===== src/common/motion_cmd_pkg.sv =====
// Bus word layout, command codes and version fields shared by the word decoder and move buffer
package motion_cmd_pkg;

  // Word layout
  localparam int word_bits = 64;
  localparam int header_msb = 63; // Command byte
  localparam int header_lsb = 56;
  localparam int channel_lsb = 48; // Motor channel for per-axis commands

  // Command codes
  localparam logic [7:0] cmd_coordinated_step = 8'h01;
  localparam logic [7:0] cmd_motor_enable = 8'h0a;
  localparam logic [7:0] cmd_motor_brake = 8'h0b;
  localparam logic [7:0] cmd_motor_config = 8'h10;
  localparam logic [7:0] cmd_clk_divisor = 8'h20;
  localparam logic [7:0] cmd_api_version = 8'hfe;

  // API version, replied in bytes 2, 1, 0 and 3
  localparam logic [7:0] version_major = 8'd1;
  localparam logic [7:0] version_minor = 8'd2;
  localparam logic [7:0] version_patch = 8'd0;
  localparam logic [7:0] version_devel = 8'd0;

  // Move field selection from decoder to move buffer
  localparam int field_bits = 2;
  localparam logic [field_bits-1:0] field_duration = 2'd0;
  localparam logic [field_bits-1:0] field_increment = 2'd1;
  localparam logic [field_bits-1:0] field_increment_step = 2'd2;

endpackage


===== src/common/motion_cfg_pkg.sv =====
// Axis count, datapath widths, move buffer depth and reset defaults of the motion core
package motion_cfg_pkg;

  // Axes and widths
  localparam int num_motors = 2;
  localparam int axis_index_bits = 1; // Enough to select one of num_motors
  localparam int dda_bits = 64;
  localparam int move_duration_bits = 32;

  // Move buffer
  localparam int buffer_size = 2;
  localparam int buffer_index_bits = 1;

  // DDA clock divider
  localparam int divisor_bits = 8;

  // One bit per axis
  typedef logic [num_motors-1:0] motor_mask_t;

  // Per-axis byte setting
  typedef logic [7:0] setting_byte_t;

  // Reset values
  localparam logic [divisor_bits-1:0] default_clock_divisor = 8'd32;
  localparam setting_byte_t default_microsteps = 8'd64;
  localparam setting_byte_t default_current = 8'd140;

endpackage


===== src/logic/command_fsm.sv =====
// Bus word decoder that holds motor settings and feeds move parameters to the move buffer
`timescale 1ns/1ns

module command_fsm (
  input  logic CLK,
  input  logic resetn,
  input  logic word_received,
  input  logic [motion_cmd_pkg::word_bits-1:0] word_data,
  output logic [motion_cmd_pkg::word_bits-1:0] word_send_data,
  output motion_cfg_pkg::motor_mask_t enable,
  output motion_cfg_pkg::motor_mask_t brake,
  output motion_cfg_pkg::setting_byte_t [motion_cfg_pkg::num_motors-1:0] microsteps,
  output motion_cfg_pkg::setting_byte_t [motion_cfg_pkg::num_motors-1:0] current,
  output logic [motion_cfg_pkg::divisor_bits-1:0] clock_divisor,
  output logic write_en,
  output logic [motion_cmd_pkg::field_bits-1:0] write_field,
  output logic [motion_cfg_pkg::axis_index_bits-1:0] write_axis,
  output logic [motion_cfg_pkg::dda_bits-1:0] write_value,
  output logic [motion_cfg_pkg::buffer_index_bits-1:0] write_slot,
  output logic commit,
  output motion_cfg_pkg::motor_mask_t dir_bits
);

  import motion_cmd_pkg::*;
  import motion_cfg_pkg::*;

  // Header word plus duration plus two words per axis
  localparam logic [7:0] last_word = 8'(2 * num_motors + 1);

  logic recv_d1;
  logic recv_d2;
  logic word_rise;
  logic [7:0] header;
  logic [7:0] word_count;
  logic [7:0] axis_count;
  logic [7:0] cmd_byte;
  logic [axis_index_bits-1:0] channel;
  logic awaiting_more;

  assign word_rise = recv_d1 & ~recv_d2;
  assign cmd_byte = word_data[header_msb:header_lsb];
  assign channel = word_data[channel_lsb +: axis_index_bits];
  assign axis_count = (word_count - 8'd2) >> 1; // Words 2,3 are axis 0, 4,5 axis 1

  // Version read takes the following word as a dummy
  assign awaiting_more = (header == cmd_coordinated_step) || (header == cmd_api_version);

  always_ff @(posedge CLK) begin
    if (resetn) begin
      recv_d1 <= 1'b0;
      recv_d2 <= 1'b0;
      word_send_data <= '0;
      enable <= '0;
      brake <= '0;
      clock_divisor <= default_clock_divisor;
      for (int a = 0; a < num_motors; a++) begin
        microsteps[a] <= default_microsteps;
        current[a] <= default_current;
      end
      header <= '0;
      word_count <= '0;
      write_en <= 1'b0;
      write_slot <= '0;
      commit <= 1'b0;
      dir_bits <= '0;
    end else begin
      recv_d1 <= word_received;
      recv_d2 <= recv_d1;
      write_en <= 1'b0;
      commit <= 1'b0;
      if (commit)
        write_slot <= write_slot + 1'b1; // Next slot once the buffer has seen the commit

      if (word_rise) begin
        word_send_data <= '0;

        if (!awaiting_more) begin
          header <= cmd_byte;
          word_count <= 8'd1;
          case (cmd_byte)
            cmd_coordinated_step: dir_bits <= word_data[num_motors-1:0];
            cmd_motor_enable: enable <= word_data[num_motors-1:0];
            cmd_motor_brake: brake <= word_data[num_motors-1:0];
            cmd_clk_divisor: clock_divisor <= word_data[divisor_bits-1:0];
            cmd_motor_config: begin
              current[channel] <= word_data[15:8];
              microsteps[channel][2:0] <= word_data[2:0]; // Upper bits keep their value
            end
            cmd_api_version: begin
              word_send_data[31:0] <= {version_devel, version_major,
                                       version_minor, version_patch};
            end
            default: word_send_data <= '0;
          endcase
        end else if (header == cmd_coordinated_step) begin
          word_count <= word_count + 8'd1;
          write_en <= 1'b1;
          write_value <= word_data[dda_bits-1:0];
          write_axis <= axis_count[axis_index_bits-1:0];
          if (word_count == 8'd1)
            write_field <= field_duration;
          else if (word_count[0])
            write_field <= field_increment_step; // Odd words
          else
            write_field <= field_increment;

          // Last axis done
          if (word_count == last_word) begin
            commit <= 1'b1;
            header <= '0;
            word_count <= '0;
          end
        end else begin
          header <= '0; // Dummy word after a version read
          word_count <= '0;
        end
      end
    end
  end

endmodule


===== src/logic/clock_divider.sv =====
// Down-counter that paces the DDA with a one-cycle tick every divisor+1 clocks
`timescale 1ns/1ns

module clock_divider (
  input  logic CLK,
  input  logic resetn,
  input  logic [motion_cfg_pkg::divisor_bits-1:0] divisor,
  output logic tick
);

  import motion_cfg_pkg::*;

  logic [divisor_bits-1:0] count;

  always_ff @(posedge CLK) begin
    if (resetn) begin
      count <= '0;
      tick <= 1'b0;
    end else if (count == '0) begin
      count <= divisor; // Picks up a new divisor on each reload
      tick <= 1'b1;
    end else begin
      count <= count - 1'b1;
      tick <= 1'b0;
    end
  end

endmodule


===== src/move_buffer/move_buffer.sv =====
// Two-slot move store written by the word decoder and read by the DDA sequencer
`timescale 1ns/1ns

module move_buffer (
  input  logic CLK,
  input  logic resetn,
  input  logic write_en,
  input  logic [motion_cmd_pkg::field_bits-1:0] write_field,
  input  logic [motion_cfg_pkg::axis_index_bits-1:0] write_axis,
  input  logic [motion_cfg_pkg::dda_bits-1:0] write_value,
  input  logic [motion_cfg_pkg::buffer_index_bits-1:0] write_slot,
  input  motion_cfg_pkg::motor_mask_t dir_bits,
  input  logic commit,
  input  logic [motion_cfg_pkg::buffer_index_bits-1:0] read_slot,
  output logic [motion_cfg_pkg::buffer_size-1:0] slot_ready_toggles,
  output logic [motion_cfg_pkg::move_duration_bits-1:0] move_duration,
  output logic [motion_cfg_pkg::num_motors-1:0][motion_cfg_pkg::dda_bits-1:0] increments,
  output logic [motion_cfg_pkg::num_motors-1:0][motion_cfg_pkg::dda_bits-1:0] increment_steps,
  output motion_cfg_pkg::motor_mask_t dir
);

  import motion_cmd_pkg::*;
  import motion_cfg_pkg::*;

  logic [move_duration_bits-1:0] duration_mem [buffer_size];
  logic [num_motors-1:0][dda_bits-1:0] increment_mem [buffer_size];
  logic [num_motors-1:0][dda_bits-1:0] step_mem [buffer_size];
  motor_mask_t dir_mem [buffer_size];

  always_ff @(posedge CLK) begin
    if (resetn) begin
      slot_ready_toggles <= '0;
      for (int s = 0; s < buffer_size; s++) begin
        duration_mem[s] <= '0;
        increment_mem[s] <= '0;
        step_mem[s] <= '0;
        dir_mem[s] <= '0;
      end
    end else begin
      if (write_en) begin
        case (write_field)
          field_duration: duration_mem[write_slot] <= write_value[move_duration_bits-1:0];
          field_increment: increment_mem[write_slot][write_axis] <= write_value;
          field_increment_step: step_mem[write_slot][write_axis] <= write_value;
          default: ;
        endcase
      end
      // Dir bits arrive with the header, stored when the move completes
      if (commit) begin
        dir_mem[write_slot] <= dir_bits;
        slot_ready_toggles[write_slot] <= ~slot_ready_toggles[write_slot];
      end
    end
  end

  assign move_duration = duration_mem[read_slot];
  assign increments = increment_mem[read_slot];
  assign increment_steps = step_mem[read_slot];
  assign dir = dir_mem[read_slot];

endmodule


===== src/dda/dda_fsm.sv =====
// Sequencer that picks full buffer slots, times each move in DDA ticks and retires it
`timescale 1ns/1ns

module dda_fsm (
  input  logic CLK,
  input  logic resetn,
  input  logic dda_tick,
  input  logic [motion_cfg_pkg::buffer_size-1:0] slot_ready_toggles,
  input  logic [motion_cfg_pkg::move_duration_bits-1:0] move_duration,
  output logic [motion_cfg_pkg::buffer_index_bits-1:0] read_slot,
  output logic loading_move,
  output logic executing_move,
  output logic move_done,
  output logic buffer_dtr,
  input  logic [motion_cfg_pkg::buffer_index_bits-1:0] write_slot
);

  import motion_cfg_pkg::*;

  typedef enum logic [1:0] {
    state_idle,
    state_loading,
    state_executing
  } dda_state_t;

  dda_state_t state;
  logic [move_duration_bits-1:0] tick_count;
  logic [move_duration_bits-1:0] tick_next;
  logic [buffer_size-1:0] consumed;
  logic [buffer_size-1:0] slot_full;

  assign slot_full = slot_ready_toggles ^ consumed; // Full until both toggles agree
  assign tick_next = tick_count + 1'b1;
  assign loading_move = (state == state_loading);
  assign executing_move = (state == state_executing);
  assign buffer_dtr = ~slot_full[write_slot];

  always_ff @(posedge CLK) begin
    if (resetn) begin
      state <= state_idle;
      tick_count <= '0;
      consumed <= '0;
      read_slot <= '0;
      move_done <= 1'b0;
    end else begin
      move_done <= 1'b0;
      case (state)
        state_idle: begin
          if (slot_full[read_slot])
            state <= state_loading;
        end
        state_loading: begin
          tick_count <= '0;
          state <= state_executing;
        end
        state_executing: begin
          if (dda_tick) begin
            tick_count <= tick_next;
            // Zero duration also ends on its first tick
            if (tick_next >= move_duration) begin
              move_done <= 1'b1;
              consumed[read_slot] <= ~consumed[read_slot];
              read_slot <= read_slot + 1'b1;
              state <= state_idle;
            end
          end
        end
        default: state <= state_idle;
      endcase
    end
  end

endmodule


===== src/dda/dda_timer.sv =====
// Per-axis DDA with linear velocity ramp that emits step pulses on accumulator wrap
`timescale 1ns/1ns

module dda_timer (
  input  logic CLK,
  input  logic resetn,
  input  logic dda_tick,
  input  logic [motion_cfg_pkg::dda_bits-1:0] increment,
  input  logic [motion_cfg_pkg::dda_bits-1:0] increment_step,
  input  logic loading_move,
  input  logic executing_move,
  output logic step
);

  import motion_cfg_pkg::*;

  logic [dda_bits-1:0] accumulator;
  logic [dda_bits-1:0] velocity;
  logic [dda_bits-1:0] acc_next;

  assign acc_next = accumulator + velocity; // Two's complement, works for both directions

  always_ff @(posedge CLK) begin
    if (resetn) begin
      accumulator <= '0;
      velocity <= '0;
      step <= 1'b0;
    end else begin
      step <= 1'b0;
      if (loading_move) begin
        accumulator <= '0;
        velocity <= increment; // Start speed
      end else if (executing_move && dda_tick) begin
        accumulator <= acc_next;
        velocity <= velocity + increment_step; // Acceleration
        // Top bit flip is one step
        step <= acc_next[dda_bits-1] ^ accumulator[dda_bits-1];
      end
    end
  end

endmodule


===== src/logic/stepper_core_top.sv =====
// Top level of the stepper command and motion core, driven by words from the serial front end
`timescale 1ns/1ns

module stepper_core_top (
  input  logic CLK,
  input  logic resetn,
  input  logic word_received,
  input  logic [motion_cmd_pkg::word_bits-1:0] word_data,
  output logic [motion_cmd_pkg::word_bits-1:0] word_send_data,
  output logic buffer_dtr,
  output logic move_done,
  output motion_cfg_pkg::motor_mask_t step,
  output motion_cfg_pkg::motor_mask_t dir,
  output motion_cfg_pkg::motor_mask_t enable,
  output motion_cfg_pkg::motor_mask_t brake,
  output motion_cfg_pkg::setting_byte_t [motion_cfg_pkg::num_motors-1:0] microsteps,
  output motion_cfg_pkg::setting_byte_t [motion_cfg_pkg::num_motors-1:0] current
);

  import motion_cmd_pkg::*;
  import motion_cfg_pkg::*;

  // Decoder to buffer
  logic write_en;
  logic [field_bits-1:0] write_field;
  logic [axis_index_bits-1:0] write_axis;
  logic [dda_bits-1:0] write_value;
  logic [buffer_index_bits-1:0] write_slot;
  logic commit;
  motor_mask_t dir_bits;

  // Buffer to DDA
  logic [buffer_index_bits-1:0] read_slot;
  logic [buffer_size-1:0] slot_ready_toggles;
  logic [move_duration_bits-1:0] move_duration;
  logic [num_motors-1:0][dda_bits-1:0] increments;
  logic [num_motors-1:0][dda_bits-1:0] increment_steps;

  logic [divisor_bits-1:0] clock_divisor;
  logic dda_tick;
  logic loading_move;
  logic executing_move;

  command_fsm cmd_i (
    .CLK(CLK),
    .resetn(resetn),
    .word_received(word_received),
    .word_data(word_data),
    .word_send_data(word_send_data),
    .enable(enable),
    .brake(brake),
    .microsteps(microsteps),
    .current(current),
    .clock_divisor(clock_divisor),
    .write_en(write_en),
    .write_field(write_field),
    .write_axis(write_axis),
    .write_value(write_value),
    .write_slot(write_slot),
    .commit(commit),
    .dir_bits(dir_bits)
  );

  clock_divider div_i (
    .CLK(CLK),
    .resetn(resetn),
    .divisor(clock_divisor),
    .tick(dda_tick)
  );

  move_buffer buf_i (
    .CLK(CLK),
    .resetn(resetn),
    .write_en(write_en),
    .write_field(write_field),
    .write_axis(write_axis),
    .write_value(write_value),
    .write_slot(write_slot),
    .dir_bits(dir_bits),
    .commit(commit),
    .read_slot(read_slot),
    .slot_ready_toggles(slot_ready_toggles),
    .move_duration(move_duration),
    .increments(increments),
    .increment_steps(increment_steps),
    .dir(dir)
  );

  dda_fsm seq_i (
    .CLK(CLK),
    .resetn(resetn),
    .dda_tick(dda_tick),
    .slot_ready_toggles(slot_ready_toggles),
    .move_duration(move_duration),
    .read_slot(read_slot),
    .loading_move(loading_move),
    .executing_move(executing_move),
    .move_done(move_done),
    .buffer_dtr(buffer_dtr),
    .write_slot(write_slot)
  );

  // One DDA per axis, all sharing the move timing
  for (genvar i = 0; i < num_motors; i++) begin : g_axis
    dda_timer timer_i (
      .CLK(CLK),
      .resetn(resetn),
      .dda_tick(dda_tick),
      .increment(increments[i]),
      .increment_step(increment_steps[i]),
      .loading_move(loading_move),
      .executing_move(executing_move),
      .step(step[i])
    );
  end

endmodule


===== config.mk =====
export PLATFORM = sky130hd
export DESIGN_NAME = stepper_core_top
export DESIGN_NICKNAME = d
export VERILOG_FILES = /design/src/common/motion_cmd_pkg.sv /design/src/common/motion_cfg_pkg.sv /design/src/logic/command_fsm.sv /design/src/logic/clock_divider.sv /design/src/move_buffer/move_buffer.sv /design/src/dda/dda_fsm.sv /design/src/dda/dda_timer.sv /design/src/logic/stepper_core_top.sv
export SDC_FILE = /design/constraint.sdc
export NUM_CORES = 2
export LEC_CHECK = 0
export ABC_AREA = 1
export BUFFER_PORTS_ARGS = -buffer_cell sky130_fd_sc_hd__buf_4
export CAP_MARGIN = 20
export CORE_ASPECT_RATIO = 0.5
export CORE_UTILIZATION = 30
export DETAILED_ROUTE_END_ITERATION = 10
export PLACE_DENSITY = 0.57
export SYNTH_ARGS = -nofsm -noshare
export SYNTH_HDL_FRONTEND = slang
export SYNTH_SLANG_ARGS = --single-unit

===== constraint.sdc =====
create_clock -name CLK -period 9.7 [get_ports CLK]
set_clock_uncertainty 0.05 [all_clocks]
set_input_delay 1.94 -clock CLK [delete_from_list [all_inputs] [get_ports CLK]]
set_output_delay 1.94 -clock CLK [all_outputs]
set_load 0.02 [all_outputs]

==> summary.md <==
| Metric | Value |
|---|---|
| Share of the synthesized area in the top cell type | a little under a third |
| Yosys reg bits | 1011 |
| FF-to-FF setup slack | 5.17 ns |
| Netlist cell types | 54 |
| Die Wd | roughly 660 um |
| Post-DRT Antenna Nets | 0 |
| Critical Path RT | about 10 ns |
| Drt via density | a little under 5 |
| Grt total ovfl | 0 |
| Layout cell share with drive strength beyond 1 | under 10% |
| Setup_tns | 0 ns |
| Final WL | ~240 mm |
| Yosys warns | 0 |
| Starting density of the core | 30.4% |
| Area delta synth->final | 10.9% |
| Seq pwr share | between 40 and 50% |
| Async S/R FF share, synth | 0% |
| Number of global-route vias before repair | around 54k |
| # fillers | between 20k and 25k |
| Peak supply drop | 0.000134 V |
| Port Buffer Count | 100 |
| Syn Inst Count | about 9k |
| Initial antenna violation count | 11 |
| WHS Endpoint | div_i.count[0]$_SDFF_PP0_ |
| DR iter-0 viols | ~5.9k |
| HP Class | reg -> reg |
| Minimum clock period | around 4.5 ns |
| Fmax | 221 MHz |
| Via count | 59.0k |
| Drt drc | 0 |
| Worst-path clk slew | about 0.070 ns |
| CP Launch Type | register |
| Htree depth | 3 |
| Num CTS Buffers | between 100 and 150 |
| Cells on worst reg2reg path | 14 |
| Post-synth EDFFs | 647 |
| Final Hold Viols | 0 |
| Critical Path AT | just over 5 ns |
| I/O pin count | about 170 |
| DRT Pass-1 Iters | 8 |
| Outcome | finished clean |
| Slew @ Worst Pin | approximately 1.2 ns |
| Insertion delay to the later sink of the worst-skew pair | roughly 0.74 ns |
| Sw Ratio | between 20% and 30% |
| Placed inst area | approximately 68000 um^2 |
| Wire length per cell | 19.8 um |
| Pwr Density | 132 nW/um^2 |
| Crit path kind | reg -> reg |
| Deepest clock path buffer count | 3 |
| Switching pwr | between 0.002 and 0.0025 W |
| Nets | between 9k and 10k |
| Syn Area/Cell | ~7 um^2 |
| Final Cell Area | 71400 um^2 |
| Max Cap Violations | 0 |
| Logic gate share of total power | under 10% |
| Hpwl dp | between 150 and 200 mm |
| CTS tree | yes |
| Synthesized cell area | between 60000 and 70000 um^2 |
| Final worst-path cycle share | between 40 and 50% |
| Int Pwr | approximately 0.0071 W |
| Largest fanout on the critical path | about 100 |
| Total core area | between 200000 and 250000 um^2 |
| GRT Util Overall | between 20 and 25% |
| DIE AREA | 217000 um^2 |
| Pleak | between 30 and 40 nW |
| Fin. max-slew vios | 0 |
| Root Driver | clkbuf_16 |
| Site Rows | 119 |
| Largest cells by area after synthesis | edfxtp_1 30%, nand2_1 17%, dfxtp_1 11%, inv_1 8.9%, nor2_1 7.3% |
| Postcts setup bufs | 0 |
| Post_cts resized | 0 |
| CTS Hold Bufs | 0 |
| Endpoints failing setup | 0 |
| RD Place Congestion | roughly 1 |
| Synth Flop Type | edfxtp_1 |
| Worst hold path stage count | 1 |
| Slew margin rel. | between 20 and 25% |
| Beginning of the worst hold path | div_i.count[0]$_SDFF_PP0_ |
| Synth area leader | edfxtp_1 |
| Clock power frac | 46.0% |
| Largest net degree at the start of global routing | 198 |
| Worst R2R End | g_axis[1].timer_i.velocity[23]$_SDFFE_PP0P_ |
| Critical Path End Type | register |
| Clock sink total | 1011 |
| Die height | roughly 330 um |
| Unrepaired setup endpoints after global routing | false |
| First-pass GRT wire length | approximately 350 mm |
| Hold WS | 0.380 ns |
| Seq/Total Area, Yosys | between 40% and 50% |
## worst max-delay path by stage
stage / cells after the start / from / to
2_1_floorplan: 5 / resetn / cmd_i.write_axis$_DFFE_PP_
3_3_place_gp: 4 / resetn / buf_i.step_mem[0][13]$_SDFFCE_PN0P_
3_5_place_dp: 4 / resetn / buf_i.step_mem[0][12]$_SDFFCE_PN0P_
4_1_cts: 4 / register / dir[1]
5_1_grt: 18 / register / g_axis[1].timer_i.velocity[47]$_SDFFE_PP0P_
6_report: 14 / register / g_axis[1].timer_i.velocity[23]$_SDFFE_PP0P_
## layer usage
| layer | vias up | GRT usage, % | routed length, um |
|---|---|---|---|
| li1 | 28993 | - | - |
| met5 | - | 0 | 27 |
| met2 | 1962 | 34.1 | 105000 |
| met1 | 27757 | 31.5 | 112000 |
| met4 | 4 | 6.00 | 6890 |
| met3 | 300 | 2.36 | 17100 |
## layout make-up
cell class	instances	area, um^2	share of cell area, %
Clock buffer	120	2710	3.80
Multi-Input combinational cell	6405	30600	42.9
Tap cell	2843	3560	4.98
Inverter	1567	5910	8.27
Antenna cell	4	10.0	0.0140
Timing Repair Buffer	130	1020	1.43
Sequential cell	1011	26700	37.4
Clock inverter	79	852	1.19
## per-stage QoR
stage / setup WS (ns) / cells / utilization, % / power (W)
floorplan: 0.0522 / 9322 / - / 0.00505
detailed placement: 4.48 / 11955 / 32.0 / 0.00519
CTS: 5.13 / 12154 / 33.7 / 0.00948
global placement: 4.50 / 11955 / 32.0 / 0.00518
global route: 4.94 / 12158 / 33.7 / 0.00969
finish: 5.17 / 12159 / 33.7 / 0.00943
## cell usage after synthesis, types with 3 or more instances
library cell,count
inv_1,1525
and3_1,5
nand2_1,2834
fa_1,4
and2_1,6
o21a_1,65
a211oi_1,5
xor2_1,84
ha_1,289
dfxtp_1,364
o21bai_1,77
nor2_4,4
nor4_1,19
buf_4,75
nand3_2,3
nor3_1,66
nand3b_1,23
or2_2,36
xnor2_1,9
edfxtp_1,647
nand2_2,3
a31oi_1,50
a21o_1,6
nand4_1,58
clkbuf_1,193
clkinv_1,32
o211ai_1,11
inv_2,9
a21oi_1,421
o21ai_1,3
buf_2,27
buf_1,42
nor3_4,3
o21ai_0,516
mux2i_1,31
nand3_1,434
nor2_2,3
nor2_1,1247
## critical path, cell delays in order, from the launching register on
cell and delay [ns]:
dfxtp_4 0.50, inv_8 0.54, buf_4 0.88, nand2_1 0.11, nand2_1 0.18, ha_1 0.30, nand2_1 0.14, inv_1 0.07
a21oi_1 0.14, nand2_1 0.18, nand3_1 0.12, nand3_1 0.44, or2_2 0.47, nand3_1 0.07, a21oi_1 0.09
## kinds of logic (layout without fill, tap and decap cells)
kind of cell | Yosys count | count (layout) | synth area share, %
and+or+nand+nor | 4750 | 4750 | 29.5
buffers and inverters | 1906 | 1896 | 11.6
AOI/OAI and AO/OA | 1165 | 1165 | 9.85
DFF | 1011 | 1011 | 41.5
adders and majority gates | 293 | 293 | 5.74
xor gates and xnor gates | 94 | 94 | 1.29
muxes | 31 | 31 | 0.482
other | 2 | 76 | 0.0117
## flip-flops by register name, indices dropped and copies added, names as in the netlist, 4 cells and up, named ones only
register	count
buf_i.dir_mem	4
buf_i.duration_mem	64
buf_i.increment_mem	256
buf_i.step_mem	256
cmd_i.clock_divisor	8
cmd_i.current	16
cmd_i.header	8
cmd_i.microsteps	6
cmd_i.word_count	8
cmd_i.write_value	64
div_i.count	8
g_axis.timer_i.accumulator	126
g_axis.timer_i.velocity	128
seq_i.tick_count	32
## power groups by stage
stage | logic [W] | registers (W) | clock network, W
2_1_floorplan | 0.000269 | 0.00479 | 0
3_3_place_gp | 0.000389 | 0.00479 | 0
3_5_place_dp | 0.000394 | 0.00479 | 0
4_1_cts | 0.000395 | 0.00470 | 0.00439
5_1_grt | 0.000437 | 0.00471 | 0.00455
6_report | 0.000397 | 0.00470 | 0.00433
## cell usage in the layout (no fill, tap or decap), types with 14 or more instances in the layout
master	count
o21bai_1	77
conb_1	72
ha_1	289
clkinv_2	23
a31oi_1	50
a21oi_1	421
or2_2	36
xor2_1	84
nor2_1	1245
nand2_1	2824
nor4_1	17
mux2i_1	31
dfxtp_1	363
edfxtp_1	647
clkbuf_16	105
nand3_1	426
inv_1	1522
buf_4	127
o21ai_0	516
clkinvlp_4	14
nand4_1	58
nor3_1	66
nand3b_1	23
o21a_1	65
clkinv_1	43
Note: power is estimated with default switching activity, not from simulation.
